===== src/hwpe_regfile_pkg.sv =====
// Control register file definitions
package hwpe_regfile_pkg;

  typedef logic [31:0] data_t;    // One register word
  typedef logic [3:0]  be_t;      // Byte enables of a word
  typedef logic [3:0]  reg_idx_t; // Register index inside a context window
  typedef logic [7:0]  job_id_t;  // Job identifier

  // Register map, low address field
  localparam reg_idx_t REG_TRIGGER     = 4'd0; // Write queues the offload job
  localparam reg_idx_t REG_ACQUIRE     = 4'd1; // Read is test-and-set
  localparam reg_idx_t REG_FINISHED    = 4'd2; // Done count, clear on read
  localparam reg_idx_t REG_STATUS      = 4'd3; // One byte per context
  localparam reg_idx_t REG_RUNNING_JOB = 4'd4; // Id of the job in the engine

  // Indexes 5 to 7 are reserved
  localparam reg_idx_t JOB_BASE = 4'd8; // First job parameter word

  // Read responses
  localparam data_t RESP_ALL_CXT_BUSY = 32'hFFFF_FFFF;
  localparam data_t UNKNOWN_RDATA     = 32'hDEAD_BEEF;

  // FINISHED saturates here
  localparam int unsigned FINISHED_MAX = 2;

endpackage


===== src/regfile_bus_if.sv =====
// Decoded register access
`timescale 1ns/1ps

interface regfile_bus_if
  import hwpe_regfile_pkg::*;
#(
  parameter int unsigned N_CONTEXT = 2
) ();

  localparam int unsigned CTX_W = (N_CONTEXT > 1) ? $clog2(N_CONTEXT) : 1;

  logic             req;   // Single-cycle strobe, always accepted
  logic             wen;   // 1 for write
  reg_idx_t         idx;
  logic [CTX_W-1:0] ctx;
  data_t            wdata;
  be_t              be;

  modport master (output req, wen, idx, ctx, wdata, be);
  modport slave  (input  req, wen, idx, ctx, wdata, be);

endinterface


===== src/job_ctl_if.sv =====
// Job control events and context pointers
`timescale 1ns/1ps

interface job_ctl_if #(
  parameter int unsigned N_CONTEXT = 2
) ();

  localparam int unsigned CTX_W = (N_CONTEXT > 1) ? $clog2(N_CONTEXT) : 1;

  logic             trigger;     // Accepted trigger
  logic             done;        // Engine done while busy
  logic [CTX_W-1:0] pointer_ctx; // Context being offloaded
  logic [CTX_W-1:0] running_ctx; // Context in the engine

  modport tracker (output trigger, done, pointer_ctx, running_ctx);
  modport regs    (input  trigger, done, pointer_ctx, running_ctx);

endinterface


===== src/regfile_decoder.sv =====
// Register file address decoder
`timescale 1ns/1ps

module regfile_decoder
  import hwpe_regfile_pkg::*;
#(
  parameter int unsigned N_CONTEXT = 2,
  parameter int unsigned N_IO_REGS = 4,
  localparam int unsigned CTX_W = (N_CONTEXT > 1) ? $clog2(N_CONTEXT) : 1,
  localparam int unsigned ADDR_W = $bits(reg_idx_t) + CTX_W
) (
  input  logic              clk_i,
  input  logic              rst_ni,
  input  logic              clear_i,
  input  logic              req_i,
  input  logic              wen_i,
  input  logic [ADDR_W-1:0] addr_i,
  input  data_t             wdata_i,
  input  be_t               be_i,
  input  logic              full_i,
  input  job_id_t           offload_id_i,
  input  data_t             store_rdata_i,
  input  data_t             mand_rdata_i,
  output logic              acquire_o,
  output logic              trigger_o,
  output data_t             rdata_o,
  regfile_bus_if.master     bus
);

  typedef enum logic [1:0] {
    SRC_RESP,  // Acquire response, unknown address or idle
    SRC_STORE, // Job parameter store
    SRC_MAND   // Mandatory registers
  } src_e;

  reg_idx_t         idx;
  logic [CTX_W-1:0] ctx;
  logic             rd_req;
  logic             job_hit;
  logic             mand_hit;
  src_e             r_src;
  data_t            r_resp;

  assign idx    = addr_i[$bits(reg_idx_t)-1:0];
  assign ctx    = addr_i[ADDR_W-1:$bits(reg_idx_t)];
  assign rd_req = req_i & ~wen_i;

  assign bus.req   = req_i;
  assign bus.wen   = wen_i;
  assign bus.idx   = idx;
  assign bus.ctx   = ctx;
  assign bus.wdata = wdata_i;
  assign bus.be    = be_i;

  assign acquire_o = rd_req && (idx == REG_ACQUIRE);
  assign trigger_o = req_i && wen_i && (idx == REG_TRIGGER);

  // Job window only exists for implemented contexts
  assign job_hit = (idx >= JOB_BASE) && (32'(idx) < 32'(JOB_BASE) + N_IO_REGS) &&
                   (32'(ctx) < N_CONTEXT);

  assign mand_hit = (idx == REG_FINISHED) || (idx == REG_STATUS) ||
                    (idx == REG_RUNNING_JOB);

  always_ff @(posedge clk_i or negedge rst_ni) begin
    if (!rst_ni) begin
      r_src  <= SRC_RESP;
      r_resp <= '0;
    end else if (clear_i) begin
      r_src  <= SRC_RESP;
      r_resp <= '0;
    end else if (rd_req) begin
      if (job_hit) begin
        r_src <= SRC_STORE;
      end else if (mand_hit) begin
        r_src <= SRC_MAND;
      end else begin
        r_src <= SRC_RESP;
        if (idx == REG_ACQUIRE) begin
          r_resp <= full_i ? RESP_ALL_CXT_BUSY : {24'b0, offload_id_i};
        end else begin
          r_resp <= UNKNOWN_RDATA; // Trigger read and reserved indexes
        end
      end
    end
  end

  // Second half of the read, one cycle after the request
  always_comb begin
    case (r_src)
      SRC_STORE: rdata_o = store_rdata_i;
      SRC_MAND:  rdata_o = mand_rdata_i;
      default:   rdata_o = r_resp;
    endcase
  end

endmodule


===== src/job_param_store.sv =====
// Per-context job parameter storage
`timescale 1ns/1ps

module job_param_store
  import hwpe_regfile_pkg::*;
#(
  parameter int unsigned N_CONTEXT = 2,
  parameter int unsigned N_IO_REGS = 4,
  localparam int unsigned CTX_W = (N_CONTEXT > 1) ? $clog2(N_CONTEXT) : 1,
  localparam int unsigned WORD_W = (N_IO_REGS > 1) ? $clog2(N_IO_REGS) : 1
) (
  input  logic                    clk_i,
  input  logic                    rst_ni,
  input  logic                    clear_i,
  input  logic [CTX_W-1:0]        running_ctx_i,
  output data_t                   rdata_o,
  output data_t [N_IO_REGS-1:0]   job_params_o,
  regfile_bus_if.slave            bus
);

  data_t [N_CONTEXT-1:0][N_IO_REGS-1:0] mem;

  reg_idx_t          word_off;
  logic [WORD_W-1:0] word;
  logic              hit;

  assign word_off = bus.idx - JOB_BASE;
  assign word     = word_off[WORD_W-1:0];

  assign hit = (bus.idx >= JOB_BASE) && (32'(bus.idx) < 32'(JOB_BASE) + N_IO_REGS) &&
               (32'(bus.ctx) < N_CONTEXT);

  // Byte-enable writes, cleared with the rest of the job state
  always_ff @(posedge clk_i or negedge rst_ni) begin
    if (!rst_ni) begin
      mem <= '0;
    end else if (clear_i) begin
      mem <= '0;
    end else if (bus.req && bus.wen && hit) begin
      for (int b = 0; b < $bits(be_t); b++) begin
        if (bus.be[b]) begin
          mem[bus.ctx][word][b*8 +: 8] <= bus.wdata[b*8 +: 8];
        end
      end
    end
  end

  // Registered read port, holds between reads
  always_ff @(posedge clk_i or negedge rst_ni) begin
    if (!rst_ni) begin
      rdata_o <= '0;
    end else if (clear_i) begin
      rdata_o <= '0;
    end else if (bus.req && !bus.wen) begin
      rdata_o <= hit ? mem[bus.ctx][word] : '0;
    end
  end

  assign job_params_o = mem[running_ctx_i]; // Words seen by the engine

endmodule


===== src/context_tracker.sv =====
// Job context tracker
`timescale 1ns/1ps

module context_tracker
  import hwpe_regfile_pkg::*;
#(
  parameter int unsigned N_CONTEXT = 2,
  localparam int unsigned CTX_W = (N_CONTEXT > 1) ? $clog2(N_CONTEXT) : 1,
  localparam int unsigned CNT_W = $clog2(N_CONTEXT + 1)
) (
  input  logic             clk_i,
  input  logic             rst_ni,
  input  logic             clear_i,
  input  logic             acquire_i,
  input  logic             trigger_i,
  input  logic             done_i,
  output logic             full_o,
  output job_id_t          offload_id_o,
  output logic             start_o,
  output logic             busy_o,
  output logic [CTX_W-1:0] running_ctx_o,
  job_ctl_if.tracker       ctl
);

  logic [CNT_W-1:0] cnt; // Queued plus running jobs
  logic [CTX_W-1:0] offload_ctx;
  logic [CTX_W-1:0] running_ctx;
  logic [CTX_W-1:0] offload_nxt;
  logic [CTX_W-1:0] running_nxt;
  logic             trig_ok;
  logic             done_ok;
  logic             start_d;

  assign full_o  = (cnt == CNT_W'(N_CONTEXT));
  assign trig_ok = trigger_i & ~full_o;  // Trigger when full is dropped
  assign done_ok = done_i & busy_o;

  // Pointers wrap at N_CONTEXT, which need not be a power of two
  assign offload_nxt = (offload_ctx == CTX_W'(N_CONTEXT - 1)) ? '0 : offload_ctx + 1'b1;
  assign running_nxt = (running_ctx == CTX_W'(N_CONTEXT - 1)) ? '0 : running_ctx + 1'b1;

  // Engine idle with a job waiting or arriving now
  assign start_d = ~busy_o & ((cnt != '0) | trig_ok);

  always_ff @(posedge clk_i or negedge rst_ni) begin
    if (!rst_ni) begin
      cnt          <= '0;
      offload_ctx  <= '0;
      running_ctx  <= '0;
      offload_id_o <= '0;
      start_o      <= 1'b0;
      busy_o       <= 1'b0;
    end else if (clear_i) begin
      cnt          <= '0;
      offload_ctx  <= '0;
      running_ctx  <= '0;
      offload_id_o <= '0;
      start_o      <= 1'b0;
      busy_o       <= 1'b0;
    end else begin
      cnt <= cnt + CNT_W'(trig_ok) - CNT_W'(done_ok);
      if (trig_ok) begin
        offload_ctx <= offload_nxt;
      end
      if (done_ok) begin
        running_ctx <= running_nxt;
      end
      if (acquire_i && !full_o) begin
        offload_id_o <= offload_id_o + 1'b1; // Id handed out by this acquire
      end
      start_o <= start_d;
      busy_o  <= busy_o ? ~done_ok : start_d;
    end
  end

  assign running_ctx_o = running_ctx;

  assign ctl.trigger     = trig_ok;
  assign ctl.done        = done_ok;
  assign ctl.pointer_ctx = offload_ctx;
  assign ctl.running_ctx = running_ctx;

endmodule


===== src/mandatory_regs.sv =====
// Status, running job and finished registers
`timescale 1ns/1ps

module mandatory_regs
  import hwpe_regfile_pkg::*;
#(
  parameter int unsigned N_CONTEXT = 2
) (
  input  logic         clk_i,
  input  logic         rst_ni,
  input  logic         clear_i,
  output data_t        rdata_o,
  regfile_bus_if.slave bus,
  job_ctl_if.regs      ctl
);

  logic [N_CONTEXT-1:0][7:0] r_status;
  data_t                     status_word;
  job_id_t                   r_running_id;
  logic                      r_running_incr;
  logic [1:0]                r_finished;
  logic                      rd_req;

  assign rd_req = bus.req & ~bus.wen;

  always_ff @(posedge clk_i or negedge rst_ni) begin
    if (!rst_ni) begin
      r_status       <= '0;
      r_running_id   <= '0;
      r_running_incr <= 1'b0;
      r_finished     <= '0;
    end else if (clear_i) begin
      r_status       <= '0;
      r_running_id   <= '0;
      r_running_incr <= 1'b0;
      r_finished     <= '0;
    end else begin
      for (int c = 0; c < N_CONTEXT; c++) begin
        if (ctl.trigger && (32'(ctl.pointer_ctx) == c)) begin
          r_status[c] <= 8'h01;
        end else if (ctl.done && (32'(ctl.running_ctx) == c)) begin
          r_status[c] <= 8'h00;
        end
      end
      r_running_incr <= ctl.done; // Job id follows done by one cycle
      if (r_running_incr) begin
        r_running_id <= r_running_id + 1'b1;
      end
      if (rd_req && (bus.idx == REG_FINISHED)) begin
        r_finished <= '0;
      end else if (ctl.done && (32'(r_finished) < FINISHED_MAX)) begin
        r_finished <= r_finished + 1'b1;
      end
    end
  end

  // Unused context bytes read as zero
  always_comb begin
    status_word = '0;
    status_word[N_CONTEXT*8-1:0] = r_status;
  end

  always_ff @(posedge clk_i or negedge rst_ni) begin
    if (!rst_ni) begin
      rdata_o <= '0;
    end else if (clear_i) begin
      rdata_o <= '0;
    end else if (rd_req) begin
      case (bus.idx)
        REG_STATUS:      rdata_o <= status_word;
        REG_RUNNING_JOB: rdata_o <= {24'b0, r_running_id};
        REG_FINISHED:    rdata_o <= {30'b0, r_finished}; // Value before the clear
        default:         rdata_o <= '0;
      endcase
    end
  end

endmodule


===== src/hwpe_regfile_top.sv =====
// Engine control register file
`timescale 1ns/1ps

module hwpe_regfile_top
  import hwpe_regfile_pkg::*;
#(
  parameter int unsigned N_CONTEXT = 2,
  parameter int unsigned N_IO_REGS = 4,
  localparam int unsigned CTX_W = (N_CONTEXT > 1) ? $clog2(N_CONTEXT) : 1,
  localparam int unsigned ADDR_W = $bits(reg_idx_t) + CTX_W
) (
  input  logic                  clk_i,
  input  logic                  rst_ni,
  input  logic                  clear_i,
  input  logic                  req_i,
  input  logic                  wen_i,
  input  logic [ADDR_W-1:0]     addr_i,
  input  data_t                 wdata_i,
  input  be_t                   be_i,
  output data_t                 rdata_o,
  input  logic                  done_i,
  output logic                  start_o,
  output logic                  busy_o,
  output data_t [N_IO_REGS-1:0] job_params_o
);

  logic             acquire;
  logic             trigger;
  logic             full;
  job_id_t          offload_id;
  data_t            store_rdata;
  data_t            mand_rdata;
  logic [CTX_W-1:0] running_ctx;

  regfile_bus_if #(.N_CONTEXT(N_CONTEXT)) bus ();
  job_ctl_if     #(.N_CONTEXT(N_CONTEXT)) ctl ();

  regfile_decoder #(
    .N_CONTEXT(N_CONTEXT),
    .N_IO_REGS(N_IO_REGS)
  ) i_decoder (
    .clk_i(clk_i), .rst_ni(rst_ni), .clear_i(clear_i),
    .req_i(req_i), .wen_i(wen_i), .addr_i(addr_i), .wdata_i(wdata_i), .be_i(be_i),
    .full_i(full), .offload_id_i(offload_id),
    .store_rdata_i(store_rdata), .mand_rdata_i(mand_rdata),
    .acquire_o(acquire), .trigger_o(trigger), .rdata_o(rdata_o), .bus(bus)
  );

  job_param_store #(
    .N_CONTEXT(N_CONTEXT),
    .N_IO_REGS(N_IO_REGS)
  ) i_store (
    .clk_i(clk_i), .rst_ni(rst_ni), .clear_i(clear_i), .running_ctx_i(running_ctx),
    .rdata_o(store_rdata), .job_params_o(job_params_o), .bus(bus)
  );

  context_tracker #(.N_CONTEXT(N_CONTEXT)) i_tracker (
    .clk_i(clk_i), .rst_ni(rst_ni), .clear_i(clear_i),
    .acquire_i(acquire), .trigger_i(trigger), .done_i(done_i),
    .full_o(full), .offload_id_o(offload_id), .start_o(start_o), .busy_o(busy_o),
    .running_ctx_o(running_ctx), .ctl(ctl)
  );

  mandatory_regs #(.N_CONTEXT(N_CONTEXT)) i_mand (
    .clk_i(clk_i), .rst_ni(rst_ni), .clear_i(clear_i),
    .rdata_o(mand_rdata), .bus(bus), .ctl(ctl)
  );

endmodule


===== config.mk =====
export PLATFORM = sky130hd
export DESIGN_NAME = hwpe_regfile_top
export DESIGN_NICKNAME = d
export VERILOG_FILES = /design/src/hwpe_regfile_pkg.sv /design/src/regfile_bus_if.sv /design/src/job_ctl_if.sv /design/src/regfile_decoder.sv /design/src/job_param_store.sv /design/src/context_tracker.sv /design/src/mandatory_regs.sv /design/src/hwpe_regfile_top.sv
export SDC_FILE = /design/constraint.sdc
export NUM_CORES = 1
export LEC_CHECK = 0
export BUFFER_PORTS_ARGS = -buffer_cell sky130_fd_sc_hd__clkbuf_2
export CAP_MARGIN = 15
export CELL_PAD_IN_SITES_DETAIL_PLACEMENT = 1
export CELL_PAD_IN_SITES_GLOBAL_PLACEMENT = 1
export CORE_ASPECT_RATIO = 1.75
export CORE_MARGIN = 3
export CORE_UTILIZATION = 51
export DETAILED_ROUTE_END_ITERATION = 10
export PLACE_DENSITY_LB_ADDON = 0.1
export SLEW_MARGIN = 10
export SYNTH_ARGS = -nofsm -noshare
export SYNTH_HDL_FRONTEND = slang
export SYNTH_SLANG_ARGS = --single-unit

===== constraint.sdc =====
create_clock -name clk_i -period 4.6 [get_ports clk_i]
set_input_delay 0.92 -clock clk_i [delete_from_list [all_inputs] [get_ports clk_i]]
set_output_delay 0.92 -clock clk_i [all_outputs]
set_load 0.02 [all_outputs]

==> qor.txt <==
Tmin final -> 3.826 ns
Dpl hpwl -> 40.48 mm
Mean area per synthesized cell -> 11.12 µm²
Synth area leaders -> dfrtp_1 (47%), mux2i_1 (15%), mux2_2 (9.9%)
Crit path cell chain -> ha_1, and2_1, a21o_1, clkbuf_2
Clock Power Share -> 44.7%
Max Clk Rate -> 261.4 MHz
Final hold vios -> 0
CP max FO -> 20
Post-synth EDFFs -> 0
Core area -> 34680 µm²
First-pass GRT wire length -> 92.01 mm
RR Startpoint -> i_tracker.cnt[0]
Post-synth top area cell -> dfrtp_1
Vert. Die Dim -> 254.7 µm
Min-delay worst type -> input pin to asynchronous set/reset pin
Final setup vio count -> 0
Post-synth top cells -> dfrtp_1 (336), nor2_1 (295), mux2i_1 (278)
Layout area overhead -> 13.68%
CTS Buffer Depth -> 3
Final total power -> 6540 µW
Starting Density -> 51.98%
Wire length per cell after detailed routing -> 26.86 µm
Seq cells post-synth -> 336
Initial antenna violation count -> 0
Nets@finish -> 1817
Synth Cell Area -> 18030 µm²
Req. time, crit path -> 3.68 ns
Sinks on the clock net -> 336
Routed Antenna Nets -> 0
Setup tns final -> 0 ns
Row Count -> 90
Layout Cells excl Fill -> 2248
Slowest CP cell -> and2_1
Synth Warn # -> 0
Distinct cells, synth -> 60
CP delay by family, top -> simple AND/OR/NAND/NOR gates
TritonRoute pass-1 iters -> 5
CTS Root Buffer Type -> clkbuf_16
Die area -> 37730 µm²
Die Span X -> 148.1 µm
Clock transition at the registers of the reported paths -> 0.06 ns
Critical R2R Capture -> i_tracker.cnt[1]
Int Power -> 4843 µW
Vias in the first global route -> 14.93k
Reg2reg setup slack -> 2.68 ns
Setup Skew -> 0.01330 ns
Net Sw Frac -> 25.95%
Placed cell area -> 19320 µm²
Final WL -> 60.37 mm
CTS resizes -> 0
Grt total ovfl -> 0
Max-cap violations -> 0
I/O Buffers -> 208
Vias per cell -> 6.193
Reg2reg path depth -> 8
Placed cells -> 2186
DRT iter0 DRCs -> 928
Crit path DAT -> 2.91 ns
H-Tree Depth -> 2
Sw power -> 1697 µW
Num CTS Buffers -> 35
Worst path bufs/invs -> 1
Top-count cell post-synth -> dfrtp_1
LEAKAGE -> 0.01146 µW
FFs w/ async S/R, synth -> 100.0%
Gr usage total -> 31.93%
Gp weighted congestion -> 0.8289
Status -> complete, no violations
RSZ-0062 raised after global routing -> false
CTS tree -> built
Finished Cell Area -> 20500 µm²
DRC viols -> 0
Ant diodes -> 0
Final Cycle Share -> 83.17%
Syn nets -> 1674
Worst Max-Slew Pin Slew -> 1.226 ns
Slew Viols, Final -> 0
Synth top area share -> 46.63%
Sequential fraction of the synthesis area -> 46.63%
Max stage delay on crit path -> 0.84 ns
Worst setup SP type -> flip-flop
Setup crit end kind -> output pin
Max_slew headroom -> 17.98%
Largest net degree at the start of global routing -> 110
Final Core Density -> 59.09%
Critical path class -> flip-flop to output pin
Cell Pwr Density -> 319.1 nW/µm²
Seq pwr share -> 46.2%
Post-CTS Setup Inserts -> 0
Vias -> 13.92k
Ratio of cells with drive above 1 in the final layout -> 28.80%
Cells after Synth -> 1621
Comb pwr share -> 9.1%
Max VDD drop -> 0.0003166 V
Post-CTS Hold Buffers -> 0
Most common flop cell mapped by yosys -> dfrtp_1
Worst skew pair latency -> 0.54 ns
IO Pins -> 209
-- cell type report --
type,instances,area (µm²)
fillers,3726,14190
clock inverters,10,81.33
flip-flops and latches,336,8412
repair buffers,232,1303
multi-input cells,1149,9009
clock buffers,51,1079
well taps,460,575.6
inverters,10,37.54
-- metrics by stage --
step                setup slack (ns)  hold slack, ns
floorplan                      2.052          0.4497
global placement               1.300          0.4678
detailed placement             1.163          0.4826
CTS                           0.8059          0.4850
global route                  0.6978          0.4887
finish                        0.7740          0.4135
-- power by group through the flow --
| stage | logic [µW] | clock network [µW] | registers, µW |
|---|---|---|---|
| after floorplan | 372 | 0 | 3050 |
| after global placement | 584 | 0 | 3080 |
| after detailed placement | 591 | 0 | 3080 |
| after CTS | 593 | 2960 | 3020 |
| after global routing | 634 | 3070 | 3020 |
| final | 597 | 2920 | 3020 |
-- placed cells by master (no fill, tap or decap), drive strengths merged, types with 7 or more instances in the layout --
| cell | Yosys | final |
|---|---|---|
| and2 | 30 | 30 |
| a21oi | 17 | 17 |
| a221oi | 18 | 18 |
| mux2 | 159 | 159 |
| nand2 | 52 | 52 |
| o22ai | 7 | 7 |
| mux4 | 22 | 22 |
| buf | 54 | 28 |
| o21ai | 36 | 36 |
| a22oi | 32 | 32 |
| clkbuf | 72 | 255 |
| or3 | 8 | 8 |
| xor2 | 9 | 9 |
| nor3 | 7 | 7 |
| nand2b | 7 | 7 |
| nor2 | 295 | 295 |
| a221o | 14 | 14 |
| dfrtp | 336 | 336 |
| inv | 10 | 11 |
| a21o | 19 | 19 |
| nor2b | 11 | 11 |
| mux2i | 278 | 278 |
| a22o | 13 | 13 |
| and3 | 8 | 8 |
| clkinv | 0 | 8 |
| nand3 | 39 | 39 |
-- worst max path at each step --
stage                       startpoint                  end  slack [ns]  depth (start not counted)
floorplan           i_decoder.r_src[1]          rdata_o[10]        2.05                          6
global placement             addr_i[4]  i_store.rdata_o[12]        1.30                          6
detailed placement           addr_i[4]  i_store.rdata_o[12]        1.16                          6
CTS                 i_decoder.r_src[1]          rdata_o[31]        0.81                          4
global route        i_decoder.r_src[0]          rdata_o[15]        0.70                          5
finish              i_decoder.r_src[1]          rdata_o[10]        0.77                          4
-- per-layer routing --
layer	wire length [µm]	vias up	track usage (%)
met5	0	-	0
met4	3808	0	17.36
met3	2752	171	4.107
met2	31200	447	55.86
met1	22610	7225	38.23
li1	-	6079	-
-- kinds of logic after synthesis --
kind of cell,after synthesis,share of synthesized area (%)
xor+xnor,14,0.6801
flops,336,46.63
simple gates,477,12.83
mux,459,28.15
compound gates,193,7.821
fa+ha+maj,6,0.4164
buf+inv,136,3.463
-- flip-flops by register name, indices dropped and copies added (netlist names) --
signal / flops
i_decoder.r_resp: 10
i_decoder.r_src: 2
i_mand.r_finished: 2
i_mand.r_running_id: 8
i_mand.r_running_incr: 1
i_mand.r_status: 2
i_mand.rdata_o: 9
i_store.mem: 256
i_store.rdata_o: 32
i_tracker.busy_o: 1
i_tracker.cnt: 2
i_tracker.ctl.pointer_ctx: 1
i_tracker.ctl.running_ctx: 1
i_tracker.offload_id_o: 8
i_tracker.start_o: 1
Power figures use the tool's default switching activity.
